File: src/sigdecode_h_macros.svh
`ifndef SIGDECODE_H_MACROS_SVH
`define SIGDECODE_H_MACROS_SVH

// ----------------------------------------
// ML-DSA h field layout
// ----------------------------------------

// Maximum number of non-zero hints over all polynomials
`define SDH_OMEGA 75

// Number of polynomials in the hint vector
`define SDH_K 8

// Coefficients per polynomial
`define SDH_N 256

// ----------------------------------------
// Memory word layout
// ----------------------------------------

// Width of one coefficient as stored in memory
`define SDH_REG_SIZE 24

// Memory address width
`define SDH_ADDR_W 15

// Coefficients packed into one memory word
`define SDH_COEFFS_PER_WORD 4

// One polynomial fills N/4 consecutive addresses
`define SDH_WORDS_PER_POLY (`SDH_N / `SDH_COEFFS_PER_WORD)

`endif
File: src/sigdecode_h_pkg.sv
`include "sigdecode_h_macros.svh"

package sigdecode_h_pkg;

    // One memory word seen two ways
    // The writer fills it coefficient by coefficient, the memory port takes it flat
    typedef union packed {
        // Coefficient 0 sits in the low bits
        logic [`SDH_COEFFS_PER_WORD-1:0][`SDH_REG_SIZE-1:0] coeff;
        logic [`SDH_COEFFS_PER_WORD*`SDH_REG_SIZE-1:0]      flat;
    } mem_word_u;

    // Decoder phases
    // LOAD reads one hintsum, READ issues index groups,
    // WAIT_SCAN holds until the bitmap has been written out
    typedef enum logic [2:0] {
        IDLE,
        LOAD,
        READ,
        WAIT_SCAN,
        FINISH
    } dec_phase_e;

endpackage

File: src/sigdecode_h.sv
`timescale 1ns/1ps
`include "sigdecode_h_macros.svh"

module sigdecode_h (
    input  logic                                          clk,
    input  logic                                          reset_n,
    input  logic                                          zeroize_i,
    input  logic                                          enable_i,
    input  logic [`SDH_OMEGA+`SDH_K-1:0][7:0]             encoded_h_i,
    input  logic [`SDH_ADDR_W-1:0]                        base_addr_i,
    output logic                                          mem_we_o,
    output logic [`SDH_ADDR_W-1:0]                        mem_addr_o,
    output logic [`SDH_COEFFS_PER_WORD*`SDH_REG_SIZE-1:0] mem_data_o,
    output logic                                          done_o,
    output logic                                          error_o
);
    import sigdecode_h_pkg::*;

    // Decode to execute
    logic                            poly_start;
    logic [3:0][7:0]                 hint_grp;
    logic [3:0]                      hint_mask;
    logic                            first_grp;
    logic                            scan_go;
    logic                            scan_busy;

    // Execute to result
    logic                            coef_vld;
    logic [`SDH_COEFFS_PER_WORD-1:0] coef_bits;
    logic                            poly_last;
    logic                            order_err;

    // Decode to result
    logic                            run_start;
    logic                            hdr_err;

    mem_word_u                       mem_word;

    // The memory port takes the word as one flat bus
    assign mem_data_o = mem_word.flat;

    sigdecode_h_hintsum_decode decode_inst (
        .clk         (clk),
        .reset_n     (reset_n),
        .zeroize_i   (zeroize_i),
        .enable_i    (enable_i),
        .encoded_h_i (encoded_h_i),
        .scan_busy_i (scan_busy),
        .run_start_o (run_start),
        .poly_start_o(poly_start),
        .hint_grp_o  (hint_grp),
        .hint_mask_o (hint_mask),
        .first_grp_o (first_grp),
        .scan_go_o   (scan_go),
        .hdr_err_o   (hdr_err)
    );

    sigdecode_h_bitmap bitmap_inst (
        .clk         (clk),
        .reset_n     (reset_n),
        .zeroize_i   (zeroize_i),
        .poly_start_i(poly_start),
        .hint_grp_i  (hint_grp),
        .hint_mask_i (hint_mask),
        .first_grp_i (first_grp),
        .scan_go_i   (scan_go),
        .scan_busy_o (scan_busy),
        .coef_vld_o  (coef_vld),
        .coef_bits_o (coef_bits),
        .poly_last_o (poly_last),
        .order_err_o (order_err)
    );

    sigdecode_h_writer writer_inst (
        .clk        (clk),
        .reset_n    (reset_n),
        .zeroize_i  (zeroize_i),
        .run_start_i(run_start),
        .base_addr_i(base_addr_i),
        .coef_vld_i (coef_vld),
        .coef_bits_i(coef_bits),
        .poly_last_i(poly_last),
        .hdr_err_i  (hdr_err),
        .order_err_i(order_err),
        .mem_we_o   (mem_we_o),
        .mem_addr_o (mem_addr_o),
        .mem_data_o (mem_word),
        .done_o     (done_o),
        .error_o    (error_o)
    );

endmodule

File: src/sigdecode_h_writer.sv
`timescale 1ns/1ps
`include "sigdecode_h_macros.svh"

module sigdecode_h_writer (
    input  logic                            clk,
    input  logic                            reset_n,
    input  logic                            zeroize_i,
    input  logic                            run_start_i,
    input  logic [`SDH_ADDR_W-1:0]          base_addr_i,
    input  logic                            coef_vld_i,
    input  logic [`SDH_COEFFS_PER_WORD-1:0] coef_bits_i,
    input  logic                            poly_last_i,
    input  logic                            hdr_err_i,
    input  logic                            order_err_i,
    output logic                            mem_we_o,
    output logic [`SDH_ADDR_W-1:0]          mem_addr_o,
    output sigdecode_h_pkg::mem_word_u      mem_data_o,
    output logic                            done_o,
    output logic                            error_o
);

    logic [`SDH_ADDR_W-1:0] next_addr;
    // Marks the cycle of the last write
    logic                   last_q;
    logic                   err_sticky;

    // ----------------------------------------
    // Word and address
    // ----------------------------------------

    // Each hint bit becomes a 24-bit coefficient of value 0 or 1
    always_ff @(posedge clk) begin
        if (zeroize_i) begin
            mem_addr_o <= '0;
            mem_data_o <= '0;
        end else if (coef_vld_i) begin
            mem_addr_o <= next_addr;
            for (int i = 0; i < `SDH_COEFFS_PER_WORD; i++) begin
                mem_data_o.coeff[i] <= {{(`SDH_REG_SIZE-1){1'b0}}, coef_bits_i[i]};
            end
        end
    end

    // ----------------------------------------
    // Strobes, done and error
    // ----------------------------------------

    always_ff @(posedge clk or negedge reset_n) begin
        if (!reset_n) begin
            mem_we_o   <= 1'b0;
            last_q     <= 1'b0;
            done_o     <= 1'b0;
            next_addr  <= '0;
            err_sticky <= 1'b0;
            error_o    <= 1'b0;
        end else if (zeroize_i) begin
            mem_we_o   <= 1'b0;
            last_q     <= 1'b0;
            done_o     <= 1'b0;
            next_addr  <= '0;
            err_sticky <= 1'b0;
            error_o    <= 1'b0;
        end else begin
            mem_we_o <= coef_vld_i;
            last_q   <= poly_last_i;
            // Done follows the last write by one cycle
            done_o   <= last_q;

            // Addresses run consecutively from the base over all polynomials
            if (run_start_i)
                next_addr <= base_addr_i;
            else if (coef_vld_i)
                next_addr <= next_addr + 1'b1;

            // Errors gather over the run and show only from done onwards
            if (run_start_i) begin
                err_sticky <= 1'b0;
                error_o    <= 1'b0;
            end else begin
                err_sticky <= err_sticky | hdr_err_i | order_err_i;
                if (last_q)
                    error_o <= err_sticky;
            end
        end
    end

endmodule

File: src/sigdecode_h_bitmap.sv
`timescale 1ns/1ps
`include "sigdecode_h_macros.svh"

module sigdecode_h_bitmap (
    input  logic                            clk,
    input  logic                            reset_n,
    input  logic                            zeroize_i,
    input  logic                            poly_start_i,
    input  logic [3:0][7:0]                 hint_grp_i,
    input  logic [3:0]                      hint_mask_i,
    input  logic                            first_grp_i,
    input  logic                            scan_go_i,
    output logic                            scan_busy_o,
    output logic                            coef_vld_o,
    output logic [`SDH_COEFFS_PER_WORD-1:0] coef_bits_o,
    output logic                            poly_last_o,
    output logic                            order_err_o
);

    localparam int SCAN_W = $clog2(`SDH_WORDS_PER_POLY);
    localparam int POLY_W = $clog2(`SDH_K);

    logic [`SDH_N-1:0] bitmap;
    logic [SCAN_W-1:0] scan_cnt;
    logic [POLY_W-1:0] poly_cnt;
    // Last index seen in this polynomial
    logic [7:0]        prev_idx;
    logic [7:0]        last_idx;
    logic              grp_ok;
    logic              scan_end;

    // ----------------------------------------
    // Index ordering
    // ----------------------------------------

    // Indices must rise strictly within a polynomial
    // Lane 0 of the first group has no predecessor, so any value (index 0 too) is fine
    // Valid lanes are contiguous from lane 0, so lane i valid implies lane i-1 valid
    always_comb begin
        grp_ok   = 1'b1;
        last_idx = prev_idx;
        if (hint_mask_i[0] && !first_grp_i && (hint_grp_i[0] <= prev_idx))
            grp_ok = 1'b0;
        for (int i = 1; i < 4; i++) begin
            if (hint_mask_i[i] && (hint_grp_i[i] <= hint_grp_i[i-1]))
                grp_ok = 1'b0;
        end
        // Carry the highest valid lane into the next group's check
        for (int i = 0; i < 4; i++) begin
            if (hint_mask_i[i])
                last_idx = hint_grp_i[i];
        end
    end

    always_ff @(posedge clk or negedge reset_n) begin
        if (!reset_n) begin
            order_err_o <= 1'b0;
            prev_idx    <= 8'h00;
        end else if (zeroize_i) begin
            order_err_o <= 1'b0;
            prev_idx    <= 8'h00;
        end else begin
            order_err_o <= !grp_ok;
            prev_idx    <= poly_start_i ? 8'h00 : last_idx;
        end
    end

    // ----------------------------------------
    // Bitmap
    // ----------------------------------------

    // Cleared at each polynomial's LOAD, one bit set per valid lane
    always_ff @(posedge clk) begin
        if (zeroize_i || poly_start_i) begin
            bitmap <= '0;
        end else begin
            for (int i = 0; i < 4; i++) begin
                if (hint_mask_i[i])
                    bitmap[hint_grp_i[i]] <= 1'b1;
            end
        end
    end

    // ----------------------------------------
    // Scan
    // ----------------------------------------

    assign scan_end    = (scan_cnt == SCAN_W'(`SDH_WORDS_PER_POLY - 1));
    assign coef_vld_o  = scan_busy_o;
    // Word j carries coefficients 4j to 4j+3
    assign coef_bits_o = bitmap[{scan_cnt, 2'b00} +: `SDH_COEFFS_PER_WORD];
    assign poly_last_o = scan_busy_o && scan_end && (poly_cnt == POLY_W'(`SDH_K - 1));

    always_ff @(posedge clk or negedge reset_n) begin
        if (!reset_n) begin
            scan_busy_o <= 1'b0;
            scan_cnt    <= '0;
            poly_cnt    <= '0;
        end else if (zeroize_i) begin
            scan_busy_o <= 1'b0;
            scan_cnt    <= '0;
            poly_cnt    <= '0;
        end else if (scan_go_i) begin
            scan_busy_o <= 1'b1;
            scan_cnt    <= '0;
        end else if (scan_busy_o) begin
            scan_cnt <= scan_cnt + 1'b1;
            if (scan_end) begin
                // Every run covers all K polynomials, so the count wraps in step
                scan_busy_o <= 1'b0;
                poly_cnt    <= (poly_cnt == POLY_W'(`SDH_K - 1)) ? '0 : poly_cnt + 1'b1;
            end
        end
    end

endmodule

File: src/sigdecode_h_hintsum_decode.sv
`timescale 1ns/1ps
`include "sigdecode_h_macros.svh"

module sigdecode_h_hintsum_decode (
    input  logic                                 clk,
    input  logic                                 reset_n,
    input  logic                                 zeroize_i,
    input  logic                                 enable_i,
    input  logic [`SDH_OMEGA+`SDH_K-1:0][7:0]    encoded_h_i,
    input  logic                                 scan_busy_i,
    output logic                                 run_start_o,
    output logic                                 poly_start_o,
    output logic [3:0][7:0]                      hint_grp_o,
    output logic [3:0]                           hint_mask_o,
    output logic                                 first_grp_o,
    output logic                                 scan_go_o,
    output logic                                 hdr_err_o
);
    import sigdecode_h_pkg::*;

    localparam int POLY_W = $clog2(`SDH_K);

    dec_phase_e        phase;
    logic [POLY_W-1:0] poly_cnt;
    // Raw hintsum of the previous polynomial, kept for the descent check
    logic [7:0]        prev_sum;
    // End of the current polynomial's indices, never decreasing
    logic [7:0]        end_ptr;
    logic [7:0]        rd_ptr;
    logic              first_q;

    logic [7:0]        cur_sum;
    logic [7:0]        final_sum;
    logic [7:0]        clamp_sum;
    logic [7:0]        load_end;
    logic              load_empty;
    logic              last_grp;
    logic              sum_desc;
    logic              final_bad;
    logic              trail_nz;

    // ----------------------------------------
    // Hintsum decode
    // ----------------------------------------

    // Byte OMEGA+p holds the running hint count after polynomial p
    assign cur_sum   = encoded_h_i[`SDH_OMEGA + poly_cnt];
    assign final_sum = encoded_h_i[`SDH_OMEGA + `SDH_K - 1];
    assign sum_desc  = cur_sum < prev_sum;
    assign final_bad = final_sum > 8'(`SDH_OMEGA);

    // The index window is clamped to the index bytes and never moves backwards,
    // so a malformed hintsum cannot make the reader run into the hintsum bytes
    assign clamp_sum  = (cur_sum > 8'(`SDH_OMEGA)) ? 8'(`SDH_OMEGA) : cur_sum;
    assign load_end   = (clamp_sum > end_ptr) ? clamp_sum : end_ptr;
    assign load_empty = (load_end == end_ptr);

    // Last group once the next four lanes would reach the polynomial's end
    assign last_grp = (rd_ptr + 8'd4) >= end_ptr;

    // Every index byte at or above the final hintsum must be zero
    always_comb begin
        trail_nz = 1'b0;
        for (int i = 0; i < `SDH_OMEGA; i++) begin
            if ((8'(i) >= final_sum) && (encoded_h_i[i] != 8'h00))
                trail_nz = 1'b1;
        end
    end

    // ----------------------------------------
    // Index group issue
    // ----------------------------------------

    // Lanes are valid while below end_ptr, so valid lanes always start at lane 0
    always_comb begin
        logic [7:0] lane_idx;
        for (int i = 0; i < 4; i++) begin
            lane_idx       = rd_ptr + 8'(i);
            hint_mask_o[i] = (phase == READ) && (lane_idx < end_ptr);
            hint_grp_o[i]  = hint_mask_o[i] ? encoded_h_i[lane_idx] : 8'h00;
        end
    end

    assign run_start_o  = (phase == IDLE) && enable_i;
    assign poly_start_o = (phase == LOAD);
    assign first_grp_o  = (phase == READ) && first_q;

    // An empty polynomial goes straight from LOAD to the scan
    assign scan_go_o = ((phase == LOAD) && load_empty) || ((phase == READ) && last_grp);

    // Whole-string checks are raised once, on the first polynomial's LOAD
    assign hdr_err_o = (phase == LOAD) &&
                       (sum_desc || ((poly_cnt == '0) && (final_bad || trail_nz)));

    // ----------------------------------------
    // Phase FSM
    // ----------------------------------------

    always_ff @(posedge clk or negedge reset_n) begin
        if (!reset_n) begin
            phase    <= IDLE;
            poly_cnt <= '0;
            prev_sum <= 8'h00;
            end_ptr  <= 8'h00;
            rd_ptr   <= 8'h00;
            first_q  <= 1'b0;
        end else if (zeroize_i) begin
            phase    <= IDLE;
            poly_cnt <= '0;
            prev_sum <= 8'h00;
            end_ptr  <= 8'h00;
            rd_ptr   <= 8'h00;
            first_q  <= 1'b0;
        end else begin
            case (phase)
                IDLE: begin
                    if (enable_i) begin
                        poly_cnt <= '0;
                        prev_sum <= 8'h00;
                        end_ptr  <= 8'h00;
                        phase    <= LOAD;
                    end
                end
                LOAD: begin
                    // This polynomial starts where the previous one ended
                    prev_sum <= cur_sum;
                    rd_ptr   <= end_ptr;
                    end_ptr  <= load_end;
                    first_q  <= 1'b1;
                    phase    <= load_empty ? WAIT_SCAN : READ;
                end
                READ: begin
                    rd_ptr  <= rd_ptr + 8'd4;
                    first_q <= 1'b0;
                    if (last_grp)
                        phase <= WAIT_SCAN;
                end
                WAIT_SCAN: begin
                    // The bitmap raises busy on the edge after scan_go
                    if (!scan_busy_i) begin
                        if (poly_cnt == POLY_W'(`SDH_K - 1)) begin
                            phase <= FINISH;
                        end else begin
                            poly_cnt <= poly_cnt + 1'b1;
                            phase    <= LOAD;
                        end
                    end
                end
                FINISH: begin
                    phase <= IDLE;
                end
                default: begin
                    phase <= IDLE;
                end
            endcase
        end
    end

endmodule

File: config.mk
export PLATFORM = sky130hd
export DESIGN_NAME = sigdecode_h
export DESIGN_NICKNAME = d
export VERILOG_FILES = /design/src/sigdecode_h_pkg.sv /design/src/sigdecode_h.sv /design/src/sigdecode_h_writer.sv /design/src/sigdecode_h_bitmap.sv /design/src/sigdecode_h_hintsum_decode.sv
export VERILOG_INCLUDE_DIRS = /design/src
export SDC_FILE = /design/constraint.sdc
export NUM_CORES = 2
export LEC_CHECK = 0
export BUFFER_PORTS_ARGS = -buffer_cell sky130_fd_sc_hd__buf_2
export CORE_ASPECT_RATIO = 0.8
export CORE_MARGIN = 3
export CORE_UTILIZATION = 35
export DETAILED_ROUTE_END_ITERATION = 8
export PLACE_DENSITY = 0.64
export SETUP_SLACK_MARGIN = 0.3
export SYNTH_ARGS = -nofsm -noshare
export SYNTH_HDL_FRONTEND = slang
export SYNTH_SLANG_ARGS = --single-unit
File: constraint.sdc
create_clock -name clk -period 12.7 [get_ports clk]
set_clock_uncertainty 0.15 [all_clocks]
set_input_delay 1.27 -clock clk [delete_from_list [all_inputs] [get_ports clk]]
set_output_delay 1.27 -clock clk [all_outputs]
set_load 0.02 [all_outputs]
==> flow_summary.ini <==
[setup_path]
max_stage_delay_ps = 910
arrival_ps = 8990
worstReg2RegEnd = bitmap_inst.bitmap[183]
start_kind = register
r2r_setup_slack_ps = 4030
worstPathMaxFanout = 123
end_kind = register
rr_worst_depth = 12
rr_startpoint = decode_inst.rd_ptr[0]
crit_type = register to register
required_ps = 13030
critPathSlowestCell = nor3_4
path_cells = buf_4, buf_12, buf_12, buf_4, mux4_2, mux4_2, mux2i_1, o32ai_1, or2_0, nor3_4, a22oi_1, a31oi_1

[place]
place_area_mm2 = 0.0523
numPortBuffers = 704
dp_hpwl_um = 224000
gp_congestion = 1.09

[final_layout]
fin_nets = 6119
fillCellCount = 13500
multiInputGateArea_mm2 = 0.0378
layout-drive-gt1-share_pct = 34.0
seqCellArea_mm2 = 0.00728
area_growth_pct = 11.0
final_cell_mix = mux4_2 (726), buf_2 (704), nand2_1 (422), nor2_1 (374), a21oi_1 (368)
finish.instance_area_mm2 = 0.0538
layout_commonest_cell = mux4_2

[logic_synthesis]
synth_area_per_cell_um2 = 9.75
seq_area_frac_synth_pct = 15.0
synth-simple-area-share_pct = 14.7
synthAdderAreaFrac_pct = 2.57
syn_area_mm2 = 0.0485
synth-xor-area-share_pct = 0.741
synth_cells = 4969
synth_mux_area_share_pct = 40.0
synthArstFlopShare_pct = 20.3
synth_compound_area_share_pct = 18.6
synth_seq_cells = 345
synth_edf_count = 0
yosysWarningCount = 0
ys.flop_type = dfxtp_1
synth_top_family_by_area = multiplexers
yosys.cell_types.count = 112

[floorplan]
io_pins = 797
die_y_um = 339
core_area_mm2 = 0.137
initial_core_util_pct = 35.4
row_count = 121
die_w_um = 422
die-area_mm2 = 0.143

[worst_hold_path]
hold_depth = 2
hold_path_class = register to register
min_from = bitmap_inst.bitmap[187]
min_to = bitmap_inst.bitmap[187]

[power_and_ir_drop]
netSwitchingPower_mw = 2.82
p_int_mw = 2.91
pwr-share-clk_pct = 19.8
p_sw_share_pct = 49.3
p_per_area_mw_per_mm2 = 107
p_seq_share_pct = 21.0
p_comb_share_pct = 59.1
p_leak_nw = 17.6
vdd_drop_max_uv = 88.3

[sta]
period_minus_slack_ps = 8670
fmax_mhz = 115
finalCritPeriodShare_pct = 68.2
max_slew_margin_pct = 6.15
tightestPinTransition_ps = 1410
hold_viol = 0
setup_viol = 0
drv_slew = 0
rsz0062_at_grt = false
setup_tns_ps = 0

[routing]
drt_iter0_drc = 10500
via_per_inst = 7.44
first_pass_iters = 7
drc = 0
vias = 54400
post_drt_wl_per_cell_um = 41.0
routed_wl_um = 300000
antenna_left = 0

[run_status]
outcome = finished clean

[cts]
cts_resized = 0
clockBufferDepth = 3
clk_latency_ps = 570
h-tree-depth = 2
path_clk_slew_ps = 70
post_cts_buffers = 0
numCtsBuffers = 37
root_buffer = clkbuf_16
cts_hold_buffers = 0
clock-sinks = 345
cts_tree = done

[grt]
grt_pass1_wl_um = 410000
grt_usage_pct = 39.9
grt-ovfl-total = 0
grt_pass1_vias = 49400
antenna_found_initial = 124
grt_max_degree = 127

[run]
maxCapViolCount = 0
through the flow:
| stage | instances | hold WS [ps] | util (%) | worst slack [ps] | power [mW] |
|---|---|---|---|---|---|
| after floorplan | 5061 | 287 | - | 5660 | 3.17 |
| after global placement | 7142 | 300 | 38.3 | 4300 | 4.40 |
| after detailed placement | 7142 | 311 | 38.3 | 4330 | 4.40 |
| after CTS | 7209 | 321 | 39.2 | 4260 | 5.53 |
| after global routing | 7293 | 345 | 39.3 | 3560 | 5.83 |
| final | 7311 | 314 | 39.4 | 4030 | 5.73 |
worst max-delay path by stage:
stage                     startpoint                       to  cells past startpoint
3_5_place_dp   decode_inst.rd_ptr[0]  bitmap_inst.order_err_o                     15
5_1_grt        decode_inst.rd_ptr[0]  bitmap_inst.order_err_o                     15
6_report       decode_inst.rd_ptr[0]  bitmap_inst.bitmap[183]                     12
4_1_cts        decode_inst.rd_ptr[0]  bitmap_inst.bitmap[224]                     15
2_1_floorplan  decode_inst.rd_ptr[1]  bitmap_inst.order_err_o                     29
3_3_place_gp   decode_inst.rd_ptr[0]  bitmap_inst.bitmap[224]                     15
critical path: cells and delay by family, from the launching register on:
| kind | cells | cell delay [ps] |
|---|---|---|
| AO/OA/AOI/OAI | 3 | 820 |
| buffers and inverters | 4 | 2860 |
| flip-flops | 1 | 850 |
| multiplexers | 3 | 1950 |
| AND/OR/NAND/NOR | 2 | 1550 |
power by group through the flow:
stage / Combinational (mW) / Sequential, mW / Clock [mW]
3_5_place_dp: 3.18 / 1.23 / 0
4_1_cts: 3.19 / 1.20 / 1.14
2_1_floorplan: 1.99 / 1.18 / 0
6_report: 3.39 / 1.21 / 1.14
5_1_grt: 3.44 / 1.21 / 1.17
3_3_place_gp: 3.17 / 1.23 / 0
registers in the layout, summed over array words and instances (netlist names), 3 cells and up:
name and count:
decode_inst.phase 3, decode_inst.prev_sum 8, decode_inst.poly_cnt 3, writer_inst.mem_addr_o 15, decode_inst.rd_ptr 8, writer_inst.mem_data_o 4
bitmap_inst.bitmap 256, bitmap_inst.poly_cnt 3, bitmap_inst.prev_idx 8, bitmap_inst.scan_cnt 6, decode_inst.end_ptr 8, writer_inst.next_addr 15
layer usage:
metal	wire, um	track usage (%)	share of wire [%]
met1	109000	51.7	36
met2	120000	54.2	40
met3	52300	20.2	17
met4	18200	19.4	6.1
met5	218	0.667	0.073
Yosys cell counts, types with 36 or more instances:
cell type / number / area share (%)
buf_1: 36 / 0.28
buf_4: 141 / 2.2
o21ai_0: 106 / 1.1
nand2_1: 423 / 3.3
mux4_2: 726 / 34
and3_1: 39 / 0.50
clkbuf_1: 209 / 1.6
a31oi_1: 50 / 0.65
nor2b_1: 38 / 0.49
inv_1: 94 / 0.73
mux2i_1: 213 / 4.4
dfxtp_1: 275 / 11
nor3_1: 66 / 0.68
buf_2: 134 / 1.4
buf_6: 47 / 1.1
mux2_2: 66 / 1.5
nor2_1: 385 / 3.0
a22oi_1: 245 / 3.8
a221oi_1: 68 / 1.2
o22ai_1: 51 / 0.66
nand4_1: 53 / 0.68
nor4_1: 151 / 1.9
a211oi_1: 203 / 3.1
dfrtp_1: 70 / 3.6
ha_1: 97 / 2.5
nand3_1: 109 / 1.1
a21oi_1: 368 / 3.8
kinds of logic after synthesis:
kind of cell | Yosys count
other cells | 1
fa+ha+maj | 100
xor+xnor | 38
simple gates | 1442
flops | 345
compound gates | 1323
buf+inv | 709
mux | 1011
cell type report:
class / count / area share (%)
multi-input combinational: 4007 / 70.2
timing repair buffer: 833 / 8.48
tap: 1845 / 4.29
inverter: 115 / 0.816
sequential: 345 / 13.5
clock inverter: 10 / 0.133
clock buffer: 57 / 2.09
antenna: 99 / 0.461
(Power assumes the default switching activity.)
